===== src/include/cpu_macros.svh =====
// --------------------
// word width, register count, reset address and the NOP encoding.
// --------------------
`ifndef CPU_MACROS_SVH
`define CPU_MACROS_SVH

`define XLEN 32
`define NUM_REGS 32
`define RESET_PC 32'h0000_0000

// addi x0, x0, 0.
`define NOP_INSN 32'h0000_0013

`endif


===== src/verilog/rv32i_types_pkg.sv =====
// --------------------
// ISA level types: words, register indices, opcodes, funct3 and ALU ops.
// --------------------
`include "cpu_macros.svh"

package rv32i_types_pkg;

    typedef logic [`XLEN-1:0] word_t;
    typedef logic [$clog2(`NUM_REGS)-1:0] reg_idx_t;

    typedef enum logic [6:0] {
        op_lui   = 7'b0110111,
        op_imm   = 7'b0010011,
        op_reg   = 7'b0110011,
        op_load  = 7'b0000011,
        op_store = 7'b0100011
    } opcode_t;

    typedef enum logic [2:0] {
        f3_add  = 3'b000,
        f3_sll  = 3'b001,
        f3_slt  = 3'b010,
        f3_sltu = 3'b011,
        f3_xor  = 3'b100,
        f3_sr   = 3'b101, // srl or sra, chosen by bit 30.
        f3_or   = 3'b110,
        f3_and  = 3'b111
    } arith_f3_t;

    typedef enum logic [3:0] {
        alu_add, alu_sub, alu_sll, alu_slt, alu_sltu, alu_xor,
        alu_srl, alu_sra, alu_or, alu_and, alu_pass_b
    } alu_op_t;

endpackage


===== src/verilog/pipe_pkg.sv =====
// --------------------
// pipeline stage register structs.
// --------------------
package pipe_pkg;

    import rv32i_types_pkg::*;

    typedef struct packed {
        word_t    pc;
    } if_id_t;

    typedef struct packed {
        logic     valid;
        alu_op_t  alu_op;
        word_t    rs1_v;
        word_t    rs2_v;
        word_t    imm;
        logic     use_imm;   // operand b comes from the immediate.
        reg_idx_t rd;
        logic     reg_we;
        logic     mem_read;
        logic     mem_write;
    } id_ex_t;

    typedef struct packed {
        logic     valid;
        word_t    alu_result;
        word_t    store_data;
        reg_idx_t rd;
        logic     reg_we;
        logic     mem_read;
        logic     mem_write;
    } ex_mem_t;

    typedef struct packed {
        logic     valid;
        word_t    result;
        reg_idx_t rd;
        logic     reg_we;
        logic     is_load;
    } mem_wb_t;

endpackage


===== src/verilog/regfile_if.sv =====
// --------------------
// register file read and write port bundle.
// --------------------
`timescale 1ns/1ps

interface regfile_if import rv32i_types_pkg::*; ();

    reg_idx_t rs1_s;
    reg_idx_t rs2_s;
    word_t    rs1_v;
    word_t    rs2_v;
    logic     we;
    reg_idx_t rd_s;
    word_t    rd_v;

    modport reader (output rs1_s, rs2_s, input rs1_v, rs2_v);
    modport writer (output we, rd_s, rd_v);
    modport owner  (input rs1_s, rs2_s, we, rd_s, rd_v, output rs1_v, rs2_v);

endinterface


===== src/verilog/cpu.sv =====
// --------------------
// pipeline top: stages, stall unit and register file port bundle.
// --------------------
`timescale 1ns/1ps
`include "cpu_macros.svh"

module cpu import pipe_pkg::*; (
    input  logic                         clk,
    input  logic                         rst_n,

    output logic [`XLEN-1:0]             imem_addr,
    output logic [3:0]                   imem_rmask,
    input  logic [`XLEN-1:0]             imem_rdata,
    input  logic                         imem_resp,

    output logic [`XLEN-1:0]             dmem_addr,
    output logic [3:0]                   dmem_rmask,
    output logic [3:0]                   dmem_wmask,
    output logic [`XLEN-1:0]             dmem_wdata,
    input  logic [`XLEN-1:0]             dmem_rdata,
    input  logic                         dmem_resp,

    output logic                         wb_we,
    output logic [$clog2(`NUM_REGS)-1:0] wb_rd,
    output logic [`XLEN-1:0]             wb_data
);

    logic    move;
    logic    imem_req;
    logic    dmem_req;
    if_id_t  if_id;
    id_ex_t  id_ex;
    ex_mem_t ex_mem;

    regfile_if rf ();

    stall u_stall (.clk, .rst_n, .imem_req, .dmem_req, .imem_resp, .dmem_resp, .move);

    fetch_stage u_fetch (
        .clk, .rst_n, .move, .imem_resp, .imem_addr, .imem_rmask, .imem_req, .if_id
    );

    decode_stage u_decode (
        .clk, .rst_n, .move, .imem_rdata, .imem_resp,
        .if_id, .id_ex, .rf(rf.reader), .rf_own(rf.owner)
    );

    execute_stage u_execute (.clk, .rst_n, .move, .id_ex, .ex_mem);

    memory_stage u_memory (
        .clk, .rst_n, .move, .dmem_rdata, .dmem_resp, .ex_mem,
        .dmem_addr, .dmem_wdata, .dmem_rmask, .dmem_wmask, .dmem_req, .rf(rf.writer)
    );

    // writeback port, visible outside for checking.
    assign wb_we   = rf.we;
    assign wb_rd   = rf.rd_s;
    assign wb_data = rf.rd_v;

endmodule


===== src/verilog/decode_stage.sv =====
// --------------------
// instruction capture, decoder, immediates and the register file.
// --------------------
`timescale 1ns/1ps
`include "cpu_macros.svh"

module decode_stage import rv32i_types_pkg::*; import pipe_pkg::*; (
    input  logic              clk,
    input  logic              rst_n,
    input  logic              move,
    input  logic [`XLEN-1:0]  imem_rdata,
    input  logic              imem_resp,
    input  if_id_t            if_id,
    output id_ex_t            id_ex,
    regfile_if.reader         rf,
    regfile_if.owner          rf_own
);

    word_t     fetch_buf; // word that arrived before move.
    logic      buf_full;
    word_t     insn;
    logic      insn_ok;
    opcode_t   opc;
    arith_f3_t f3;
    id_ex_t    dec;
    word_t     regs [`NUM_REGS];

    function automatic alu_op_t arith_op(arith_f3_t f, logic alt);
        case (f)
            f3_add:  return alt ? alu_sub : alu_add;
            f3_sll:  return alu_sll;
            f3_slt:  return alu_slt;
            f3_sltu: return alu_sltu;
            f3_xor:  return alu_xor;
            f3_sr:   return alt ? alu_sra : alu_srl;
            f3_or:   return alu_or;
            default: return alu_and;
        endcase
    endfunction

    always_ff @(posedge clk) begin
        if (imem_resp) fetch_buf <= imem_rdata;
    end

    always_ff @(posedge clk) begin
        if (!rst_n) begin
            buf_full <= 1'b0;
            insn_ok  <= 1'b0;
            insn     <= `NOP_INSN;
        end else if (move) begin
            buf_full <= 1'b0;
            insn_ok  <= imem_resp | buf_full;
            insn     <= imem_resp ? imem_rdata : fetch_buf;
        end else if (imem_resp) begin
            buf_full <= 1'b1;
        end
    end

    assign opc      = opcode_t'(insn[6:0]);
    assign f3       = arith_f3_t'(insn[14:12]);
    assign rf.rs1_s = insn[19:15];
    assign rf.rs2_s = insn[24:20];

    always_comb begin
        dec       = '0;
        dec.rs1_v = rf.rs1_v;
        dec.rs2_v = rf.rs2_v;
        dec.rd    = insn[11:7];
        dec.imm   = {{20{insn[31]}}, insn[31:20]}; // I format by default.
        case (opc)
            op_lui: begin
                dec.valid   = 1'b1;
                dec.alu_op  = alu_pass_b;
                dec.imm     = {insn[31:12], 12'b0};
                dec.use_imm = 1'b1;
                dec.reg_we  = 1'b1;
            end
            op_imm: begin
                dec.valid   = 1'b1;
                dec.alu_op  = arith_op(f3, insn[30] && f3 == f3_sr);
                dec.use_imm = 1'b1;
                dec.reg_we  = 1'b1;
            end
            op_reg: begin
                dec.valid   = 1'b1;
                dec.alu_op  = arith_op(f3, insn[30]);
                dec.reg_we  = 1'b1;
            end
            op_load: begin
                dec.valid    = insn[14:12] == 3'b010; // word access only.
                dec.alu_op   = alu_add;
                dec.use_imm  = 1'b1;
                dec.reg_we   = 1'b1;
                dec.mem_read = 1'b1;
            end
            op_store: begin
                dec.valid     = insn[14:12] == 3'b010;
                dec.alu_op    = alu_add;
                dec.imm       = {{20{insn[31]}}, insn[31:25], insn[11:7]};
                dec.use_imm   = 1'b1;
                dec.mem_write = 1'b1;
            end
            default: ; // unsupported opcodes leave a bubble.
        endcase
        // no exceptions, so a misaligned pc also becomes a bubble.
        dec.valid = dec.valid & insn_ok & (if_id.pc[1:0] == 2'b00);
    end

    always_ff @(posedge clk) begin
        if (!rst_n) id_ex.valid <= 1'b0;
        else if (move) id_ex <= dec;
    end

    // --------------------
    // register file with write-through reads.
    // --------------------
    always_ff @(posedge clk) begin
        if (!rst_n) begin
            for (int i = 0; i < `NUM_REGS; i++) regs[i] <= '0;
        end else if (rf_own.we && rf_own.rd_s != '0) begin
            regs[rf_own.rd_s] <= rf_own.rd_v;
        end
    end

    assign rf_own.rs1_v = (rf_own.we && rf_own.rd_s == rf_own.rs1_s && rf_own.rs1_s != '0) ?
                          rf_own.rd_v : regs[rf_own.rs1_s];
    assign rf_own.rs2_v = (rf_own.we && rf_own.rd_s == rf_own.rs2_s && rf_own.rs2_s != '0) ?
                          rf_own.rd_v : regs[rf_own.rs2_s];

endmodule


===== src/verilog/execute_stage.sv =====
// --------------------
// ALU and load/store address generation.
// --------------------
`timescale 1ns/1ps
`include "cpu_macros.svh"

module execute_stage import rv32i_types_pkg::*; import pipe_pkg::*; (
    input  logic    clk,
    input  logic    rst_n,
    input  logic    move,
    input  id_ex_t  id_ex,
    output ex_mem_t ex_mem
);

    word_t      a;
    word_t      b;
    word_t      y;
    logic [4:0] shamt;

    assign a     = id_ex.rs1_v;
    assign b     = id_ex.use_imm ? id_ex.imm : id_ex.rs2_v;
    assign shamt = b[4:0];

    always_comb begin
        case (id_ex.alu_op)
            alu_add:    y = a + b;       // also the load/store address.
            alu_sub:    y = a - b;
            alu_sll:    y = a << shamt;
            alu_slt:    y = {{(`XLEN-1){1'b0}}, $signed(a) < $signed(b)};
            alu_sltu:   y = {{(`XLEN-1){1'b0}}, a < b};
            alu_xor:    y = a ^ b;
            alu_srl:    y = a >> shamt;
            alu_sra:    y = word_t'($signed(a) >>> shamt);
            alu_or:     y = a | b;
            alu_and:    y = a & b;
            alu_pass_b: y = b;           // lui.
            default:    y = '0;
        endcase
    end

    always_ff @(posedge clk) begin
        if (!rst_n) begin
            ex_mem.valid <= 1'b0;
        end else if (move) begin
            ex_mem.valid      <= id_ex.valid;
            ex_mem.alu_result <= y;
            ex_mem.store_data <= id_ex.rs2_v;
            ex_mem.rd         <= id_ex.rd;
            ex_mem.reg_we     <= id_ex.reg_we;
            ex_mem.mem_read   <= id_ex.mem_read;
            ex_mem.mem_write  <= id_ex.mem_write;
        end
    end

endmodule


===== src/verilog/fetch_stage.sv =====
// --------------------
// program counter and instruction fetch request.
// --------------------
`timescale 1ns/1ps
`include "cpu_macros.svh"

module fetch_stage import pipe_pkg::*; (
    input  logic              clk,
    input  logic              rst_n,
    input  logic              move,
    input  logic              imem_resp,
    output logic [`XLEN-1:0]  imem_addr,
    output logic [3:0]        imem_rmask,
    output logic              imem_req,
    output if_id_t            if_id
);

    logic [`XLEN-1:0] pc;
    logic             started;   // low only in the cycle after reset.
    logic             have_insn; // response already seen for this pc.

    assign imem_req   = started & ~have_insn;
    assign imem_addr  = pc;
    assign imem_rmask = imem_req ? 4'hf : 4'h0;

    always_ff @(posedge clk) begin
        if (!rst_n) begin
            pc        <= `RESET_PC;
            started   <= 1'b0;
            have_insn <= 1'b0;
        end else begin
            started <= 1'b1;
            if (move && started) begin
                pc        <= pc + `XLEN'(4);
                have_insn <= 1'b0;
            end else if (imem_resp) begin
                have_insn <= 1'b1;
            end
        end
    end

    always_ff @(posedge clk) begin
        if (move && started) if_id.pc <= pc;
    end

endmodule


===== src/verilog/memory_stage.sv =====
// --------------------
// data memory access, load capture and register writeback.
// --------------------
`timescale 1ns/1ps
`include "cpu_macros.svh"

module memory_stage import pipe_pkg::*; (
    input  logic              clk,
    input  logic              rst_n,
    input  logic              move,
    input  logic [`XLEN-1:0]  dmem_rdata,
    input  logic              dmem_resp,
    input  ex_mem_t           ex_mem,
    output logic [`XLEN-1:0]  dmem_addr,
    output logic [`XLEN-1:0]  dmem_wdata,
    output logic [3:0]        dmem_rmask,
    output logic [3:0]        dmem_wmask,
    output logic              dmem_req,
    regfile_if.writer         rf
);

    logic             is_mem;
    logic             got_resp;
    logic [`XLEN-1:0] ld_buf;   // load word that arrived before move.
    logic [`XLEN-1:0] ld_data;
    mem_wb_t          mem_wb;

    assign is_mem     = ex_mem.valid & (ex_mem.mem_read | ex_mem.mem_write);
    assign dmem_req   = is_mem & ~got_resp;
    assign dmem_addr  = ex_mem.alu_result;
    assign dmem_wdata = ex_mem.store_data;
    assign dmem_rmask = (dmem_req & ex_mem.mem_read) ? 4'hf : 4'h0;
    assign dmem_wmask = (dmem_req & ex_mem.mem_write) ? 4'hf : 4'h0;

    always_ff @(posedge clk) begin
        if (!rst_n) got_resp <= 1'b0;
        else if (move) got_resp <= 1'b0;
        else if (dmem_resp) got_resp <= 1'b1;
    end

    always_ff @(posedge clk) begin
        if (dmem_resp) ld_buf <= dmem_rdata;
    end

    always_ff @(posedge clk) begin
        if (!rst_n) begin
            mem_wb.valid <= 1'b0;
        end else if (move) begin
            mem_wb.valid   <= ex_mem.valid;
            mem_wb.result  <= ex_mem.alu_result;
            mem_wb.rd      <= ex_mem.rd;
            mem_wb.reg_we  <= ex_mem.reg_we;
            mem_wb.is_load <= ex_mem.mem_read;
            ld_data        <= dmem_resp ? dmem_rdata : ld_buf;
        end
    end

    // the write lands once, in the cycle the instruction leaves writeback.
    assign rf.we   = mem_wb.valid & mem_wb.reg_we & move;
    assign rf.rd_s = mem_wb.rd;
    assign rf.rd_v = mem_wb.is_load ? ld_data : mem_wb.result;

endmodule


===== src/verilog/stall.sv =====
// --------------------
// global advance strobe from the memory request state.
// --------------------
`timescale 1ns/1ps

module stall (
    input  logic clk,
    input  logic rst_n,
    input  logic imem_req,
    input  logic dmem_req,
    input  logic imem_resp,
    input  logic dmem_resp,
    output logic move
);

    logic imem_done;
    logic dmem_done;
    logic imem_ok;
    logic dmem_ok;

    // a side is satisfied if idle, answered now, or answered earlier.
    assign imem_ok = ~imem_req | imem_resp | imem_done;
    assign dmem_ok = ~dmem_req | dmem_resp | dmem_done;
    assign move    = imem_ok & dmem_ok;

    always_ff @(posedge clk) begin
        if (!rst_n) begin
            imem_done <= 1'b0;
            dmem_done <= 1'b0;
        end else if (move) begin
            imem_done <= 1'b0;
            dmem_done <= 1'b0;
        end else begin
            if (imem_resp) imem_done <= 1'b1;
            if (dmem_resp) dmem_done <= 1'b1;
        end
    end

endmodule

===== config.mk =====
export PLATFORM = sky130hd
export DESIGN_NAME = cpu
export DESIGN_NICKNAME = d
export VERILOG_FILES = /design/src/verilog/rv32i_types_pkg.sv /design/src/verilog/pipe_pkg.sv /design/src/verilog/regfile_if.sv /design/src/verilog/cpu.sv /design/src/verilog/decode_stage.sv /design/src/verilog/execute_stage.sv /design/src/verilog/fetch_stage.sv /design/src/verilog/memory_stage.sv /design/src/verilog/stall.sv
export VERILOG_INCLUDE_DIRS = /design/src /design/src/include
export SDC_FILE = /design/constraint.sdc
export NUM_CORES = 2
export LEC_CHECK = 0
export BUFFER_PORTS_ARGS = -buffer_cell sky130_fd_sc_hd__buf_2
export CAP_MARGIN = 20
export CORE_AREA = 2 2 506 508
export DETAILED_ROUTE_END_ITERATION = 12
export DIE_AREA = 0 0 508 510
export GPL_TIMING_DRIVEN = 0
export PLACE_DENSITY = 0.45
export SYNTH_ARGS = -nofsm -noshare
export SYNTH_HDL_FRONTEND = slang
export SYNTH_SLANG_ARGS = --single-unit

===== constraint.sdc =====
create_clock -name clk -period 15.1 [get_ports clk]
set_input_delay 2.265 -clock clk [delete_from_list [all_inputs] [get_ports clk]]
set_output_delay 2.265 -clock clk [all_outputs]
set_load 0.02 [all_outputs]

Word level (Yosys, flattened, before mapping)
Memory sizes are Yosys's and may differ from the RTL's. A register that Yosys moved wholly into a read port is not among the register bits.
Cells that the tools add are included.
{ "word_totals": {"reg_bits": 326, "ram_bits": 1024, "mem_count": 1} }
{ "classes": {"addsub": 3, "magnitude_cmp": 2, "n_eq_ne": 21, "shift": 3, "muxes": 28, "n_bitwise": 24, "reduce_logical": 14} }
{ "mem_list": {"columns": ["memory", "words", "word_bits", "read_ports", "rd_clocked_by_memory_dff", "wr", "line_no", "text"], "rows": [
  ["u_decode.regs", 32, 32, 2, 2, 32, "decode_stage.sv:26", "word_t regs [`NUM_REGS];"]
]} }
{ "op_table": {"columns": ["cell", "count"], "rows": [
  ["case mux 32 bit (11 select lines)", 1],
  ["2-to-1 mux 32 bit", 5],
  ["< comparator 32 bit", 2],
  ["case mux 31 bit (2 select lines)", 1],
  ["case mux 4 bit (7 select lines)", 2],
  ["adder 32 x 3 -> 32 bit, second input constant", 1],
  ["adder 32 bit", 1],
  ["bitwise AND 32 bit", 1],
  ["OR 32 bit", 1],
  ["OR reduction 32 bit", 1],
  ["left shift 32 x 5 -> 32 bit", 1],
  ["right shift 32 x 5 -> 32 bit", 1],
  [">>> shifter 32 x 5 -> 32 bit", 1],
  ["subtractor 32 bit", 1],
  ["bitwise XOR 32 bit", 1],
  ["equality test 7 x 6 -> 1 bit, second input constant", 3],
  ["case mux 5 bit (4 select lines)", 1],
  ["equality test 4 x 3 -> 1 bit, second input constant", 4],
  ["2-to-1 mux 1 bit", 14],
  ["equality test 4 bit, second input constant", 3],
  ["2-to-1 mux 4 bit", 3],
  ["bitwise AND 1 bit", 10],
  ["equality test 3 bit, second input constant", 3],
  ["equality test 4 x 2 -> 1 bit, second input constant", 2],
  ["16 further kinds", 31]
]} }

Logic depth before layout (Yosys ltp)
{ "logic_depth": {"ltp_word": 14, "ltp_mapped": 16} }

Cells and area by module
From an unflattened synthesis, not the netlist that was laid out.
{ "hier_totals": {"cells_unflattened": 6032, "area_unflattened_um2": 80247.0} }
{ "by_module_without_submodules": {"columns": ["mod", "instances", "cells_per_inst", "area_per_inst_um2", "seq_area_each_um2"], "rows": [
  ["decode_stage", 1, 4042, 60953.5, 35363.9],
  ["execute_stage", 1, 1514, 12279.3, 2182.1],
  ["memory_stage", 1, 262, 4503.1, 2812.7],
  ["fetch_stage", 1, 207, 2431.1, 1541.5],
  ["stall", 1, 7, 80.1, 40.0]
]} }

Worst setup path before layout
No wires, ideal clock.
{ "synth_path": {"path_type": "input-to-reg", "from": "in imem_resp", "to": "reg u_decode.id_ex[0] (netlist name)", "setup_time_ps": 871, "arrival_time_ps": 13709, "t_required_ps": 14229, "slack_ps": 520, "cell_stages": 6, "n_path_buf": 3, "cell_sequence": "buf_2 > or2_2 > o32ai_1 > clkbuf_1 > buf_1 > nor2_1"} }
{ "synth_between": {"elab_chain_cells": 4} }
{ "synth_lines": {"columns": ["element", "line_no", "text"], "rows": [
  ["start, declared", "cpu.sv:14", "input logic imem_resp,"],
  ["OR 1 bit (2 in a row)", "stall.sv:22", "assign imem_ok = ~imem_req | imem_resp | imem_done;"],
  ["bitwise AND 1 bit", "stall.sv:24", "assign move = imem_ok & dmem_ok;"],
  ["AND reduction 2 bit (no line)", null, null]
]} }
Every way passes these cells.
A chain may end at the register's enable or synchronous reset.

Worst setup path in the final report
{ "layout_path": {"from": "reg u_decode.id_ex[8] (netlist name)", "to": "reg u_execute.ex_mem[40] (netlist name)"} }
{ "layout_between": {"elab_chain_cells": 3, "word_cells_on_any_way": 12, "classes_between": "2 x add/sub; 2 x order compare; 3 x shift; 2 x mux; 3 x bitwise"} }
{ "layout_lines": {"columns": ["element", "line_no", "text"], "rows": [
  ["2-to-1 mux 32 bit *", "execute_stage.sv:21", "assign b = id_ex.use_imm ? id_ex.imm : id_ex.rs2_v;"],
  ["subtractor 32 bit (tied with other cells)", "execute_stage.sv:27", "alu_sub: y = a - b;"],
  ["case mux 32 bit (11 select lines) *", "execute_stage.sv:25", "case (id_ex.alu_op)"],
  ["via u_execute.y[0]", "execute_stage.sv:17", "word_t y;"]
]} }
Mark *: on every way through the listed nets, which the timed path passes. The rest lies on a longest branch.

==> summary.md <==
| Metric | Value |
|---|---|
| WP data arrival | `7.90 ns` |
| Vias in the first global route | `53,654` |
| Pre-CTS setup slack | `around 7.6 ns` |
| Tightest Pin Transition | `1.26 ns` |
| Core area | `0.253 sq mm` |
| Maximum clock path buffer count | `3` |
| Final nets | `between 6,000 and 7,000` |
| Drt drc | `0` |
| Hold/Removal Path Class | `reg2reg` |
| Synth area leaders | `edfxtp_1, mux4_2, nor2_1` |
| Clock skew | `0.0748 ns` |
| EDFF count, synth | `1,276` |
| Pwr Density | `130 mW/mm^2` |
| Cell taking the most area after synthesis | `edfxtp_1` |
| CTS tree | `yes` |
| Syn. warnings | `0` |
| Vias per cell | `5.63` |
| Htree depth | `4` |
| Fin crit period | `7.43 ns` |
| Synthesis-to-layout area growth | `17.8%` |
| DIE AREA | `around 0.26 sq mm` |
| GR Overflow Total | `0` |
| Distinct cell type count after synthesis | `91` |
| Worst hold slack | `0.419 ns` |
| RSZ-0062 raised after global routing | `no` |
| Largest net degree at the start of global routing | `34` |
| Critical path type | `reg2reg` |
| Async set-reset flop share out of synthesis | `0` |
| F_max | `about 130 MHz` |
| Initial antenna violation count | `29` |
| Hold path cells | `0` |
| Worst vdd ir | `approximately 0.13 mV` |
| Hpwl dp | `between 200 and 300 mm` |
| Number of port buffers | `209` |
| CP max FO | `10` |
| Period utilization | `0.492` |
| Routed Antenna Nets | `0` |
| WP data required | `15.58 ns` |
| FF+latch area | `just over 0.04 sq mm` |
| Root Buffer | `clkbuf_16` |
| Hold_buf cts | `0` |
| Post-synth top area share | `0.506` |
| Chip width | `508 microns` |
| Slew Limit Headroom | `0.160` |
| Post-Synthesis Cells | `around 5,600` |
| Post-CTS setup buffers | `0` |
| Share of layout cells above drive strength 1 | `0.250` |
| Max_cap viols | `0` |
| Syn Area/Cell | `13.5 sq um` |
| CTS Buf Count | `164` |
| Clk slew on worst S/H paths | `0.06 ns` |
| Final-report setup violation count | `0` |
| DR iter-0 viols | `7,164` |
| Final Hold Fails | `0` |
| First-pass GRT wire length | `452 mm` |
| #FFs+latches synth | `1,410` |
| Io pins | `between 200 and 250` |
| Initial core utilization | `0.299` |
| Main synth FF type | `edfxtp_1` |
| Commonest non-fill, non-tap cell in the layout | `edfxtp_1` |
| R2R cell count | `16` |
| Final WS setup | `7.67 ns` |
| Die Ht | `slightly above 500 microns` |
| Worst skew pair latency | `~0.86 ns` |
| Fin. max-slew vios | `0` |
| Post-Route WL | `332 mm` |
| Post-synthesis sequential area ratio | `0.541` |
| DR pass1 iterations | `5` |
| Outcome | `complete, no violations` |
| Kind of end point of the critical path | `flop` |
| Gpl congestion | `just under 1` |
| Area of the mapped netlist | `0.0758 sq mm` |
| Sink Count | `about 1,400` |
| Fill cells | `~25,000` |
| Vias | `54,524` |
| Pleak | `32.5 nW` |
| Startpoint types | `flop` |
| DR WL/cell | `between 30 and 40 microns` |
| Multi-input logic area | `0.0320 sq mm` |
| Commonest cells after routing, fill and taps aside | `edfxtp_1, nor2_1, mux4_2` |
| All-Layer GR Usage | `0.252` |
| CTS resizes | `0` |
| Row count | `185` |
## worst max-delay path, cell delays in order (launching register included)
cell	delay, ns
edfxtp_1	0.52
buf_6	0.22
clkbuf_1	0.67
buf_1	0.49
buf_8	0.24
clkbuf_1	0.88
mux2_2	0.45
inv_1	0.08
ha_1	0.23
clkbuf_1	0.23
or4_1	0.49
nor4_1	0.56
o31ai_1	0.39
o2111a_1	0.41
nor4_1	0.67
nand4bb_1	0.29
o211ai_1	0.21
## cell usage after synthesis, types with 14 or more instances
cell type,instances
mux4_2,663
a21o_1,41
a221oi_1,19
a31oi_1,15
xor2_1,20
nor3_1,44
dfxtp_1,134
mux2_2,87
inv_1,136
and2_1,16
o22ai_1,30
ha_1,99
xnor2_1,20
buf_2,27
o21ai_0,109
buf_4,83
nor4_1,15
o211ai_1,36
nor2_1,1205
edfxtp_1,1276
a22oi_1,20
clkbuf_1,394
nand2_1,220
nand2b_1,14
a211oi_1,47
o31ai_1,17
o21bai_1,16
o221ai_1,18
buf_1,82
nand3_1,47
a21oi_1,145
nand4_1,16
mux2i_1,307
## through the flow
stage                     setup TNS [ns]  instance area [sq um]  power [mW]  utilization  std cells
after floorplan                        0                  75900        6.24            -       5651
after global placement          -1614.19                  81100        7.46        0.320       9226
after detailed placement               0                  83600        7.52        0.330       9364
after CTS                              0                  89000        11.6        0.351       9668
after global routing                   0                  89200        11.9        0.352       9687
final                                  0                  89200        11.6        0.352       9690
## worst paths after layout
kind	end	startpoint	slack (ns)
hold / removal	u_execute.ex_mem[2]	u_decode.id_ex[2]	0.42
setup / recovery	u_execute.ex_mem[40]	u_decode.id_ex[8]	7.67
setup reg to reg	u_execute.ex_mem[40]	u_decode.id_ex[8]	7.67
hold reg to reg	u_execute.ex_mem[2]	u_decode.id_ex[2]	0.42
## metal layers
layer / track usage / wire (microns) / part of all wire
met5: 0 / 30 / 0.000090
met4: 0.0821 / 12100 / 0.036
met3: 0.0501 / 28100 / 0.085
met1: 0.344 / 139000 / 0.42
met2: 0.403 / 153000 / 0.46
## kinds of logic (layout without fill, tap and decap cells)
logic type | after synthesis | count (layout) | share of synthesized area
buffers and inverters | 729 | 1393 | 0.0409
and+or+nand+nor | 1654 | 1654 | 0.0890
adders and majority gates | 101 | 101 | 0.0169
DFF | 1410 | 1410 | 0.541
xor gates and xnor gates | 40 | 40 | 0.00462
other | 1 | 43 | 0.0000495
muxes | 1062 | 1062 | 0.252
AOI/OAI and AO/OA | 621 | 621 | 0.0554
## state kept, by name (all words and copies together) (netlist names), 5 cells and up
register / flops
u_memory.ld_data: 32
u_memory.ld_buf: 32
u_fetch.imem_addr: 30
u_decode.id_ex: 110
u_memory.mem_wb: 35
u_memory.rf.rd_s: 5
u_decode.insn: 32
u_decode.regs: 1024
u_decode.fetch_buf: 32
u_execute.ex_mem: 73
## report_power, final
group	internal [mW]	switching, mW
registers	4.50	0.176
logic	0.981	1.87
clock network	2.33	1.76
## layout make-up
class,count,area share
clock buffer,209,0.0499
sequential,1410,0.460
clock inverter,95,0.0112
tap,3366,0.0472
multi-input combinational,3512,0.359
antenna,9,0.000252
inverter,141,0.00599
timing repair buffer,360,0.0380
buffer,588,0.0292
No activity file was read; power rests on OpenSTA's default activity.
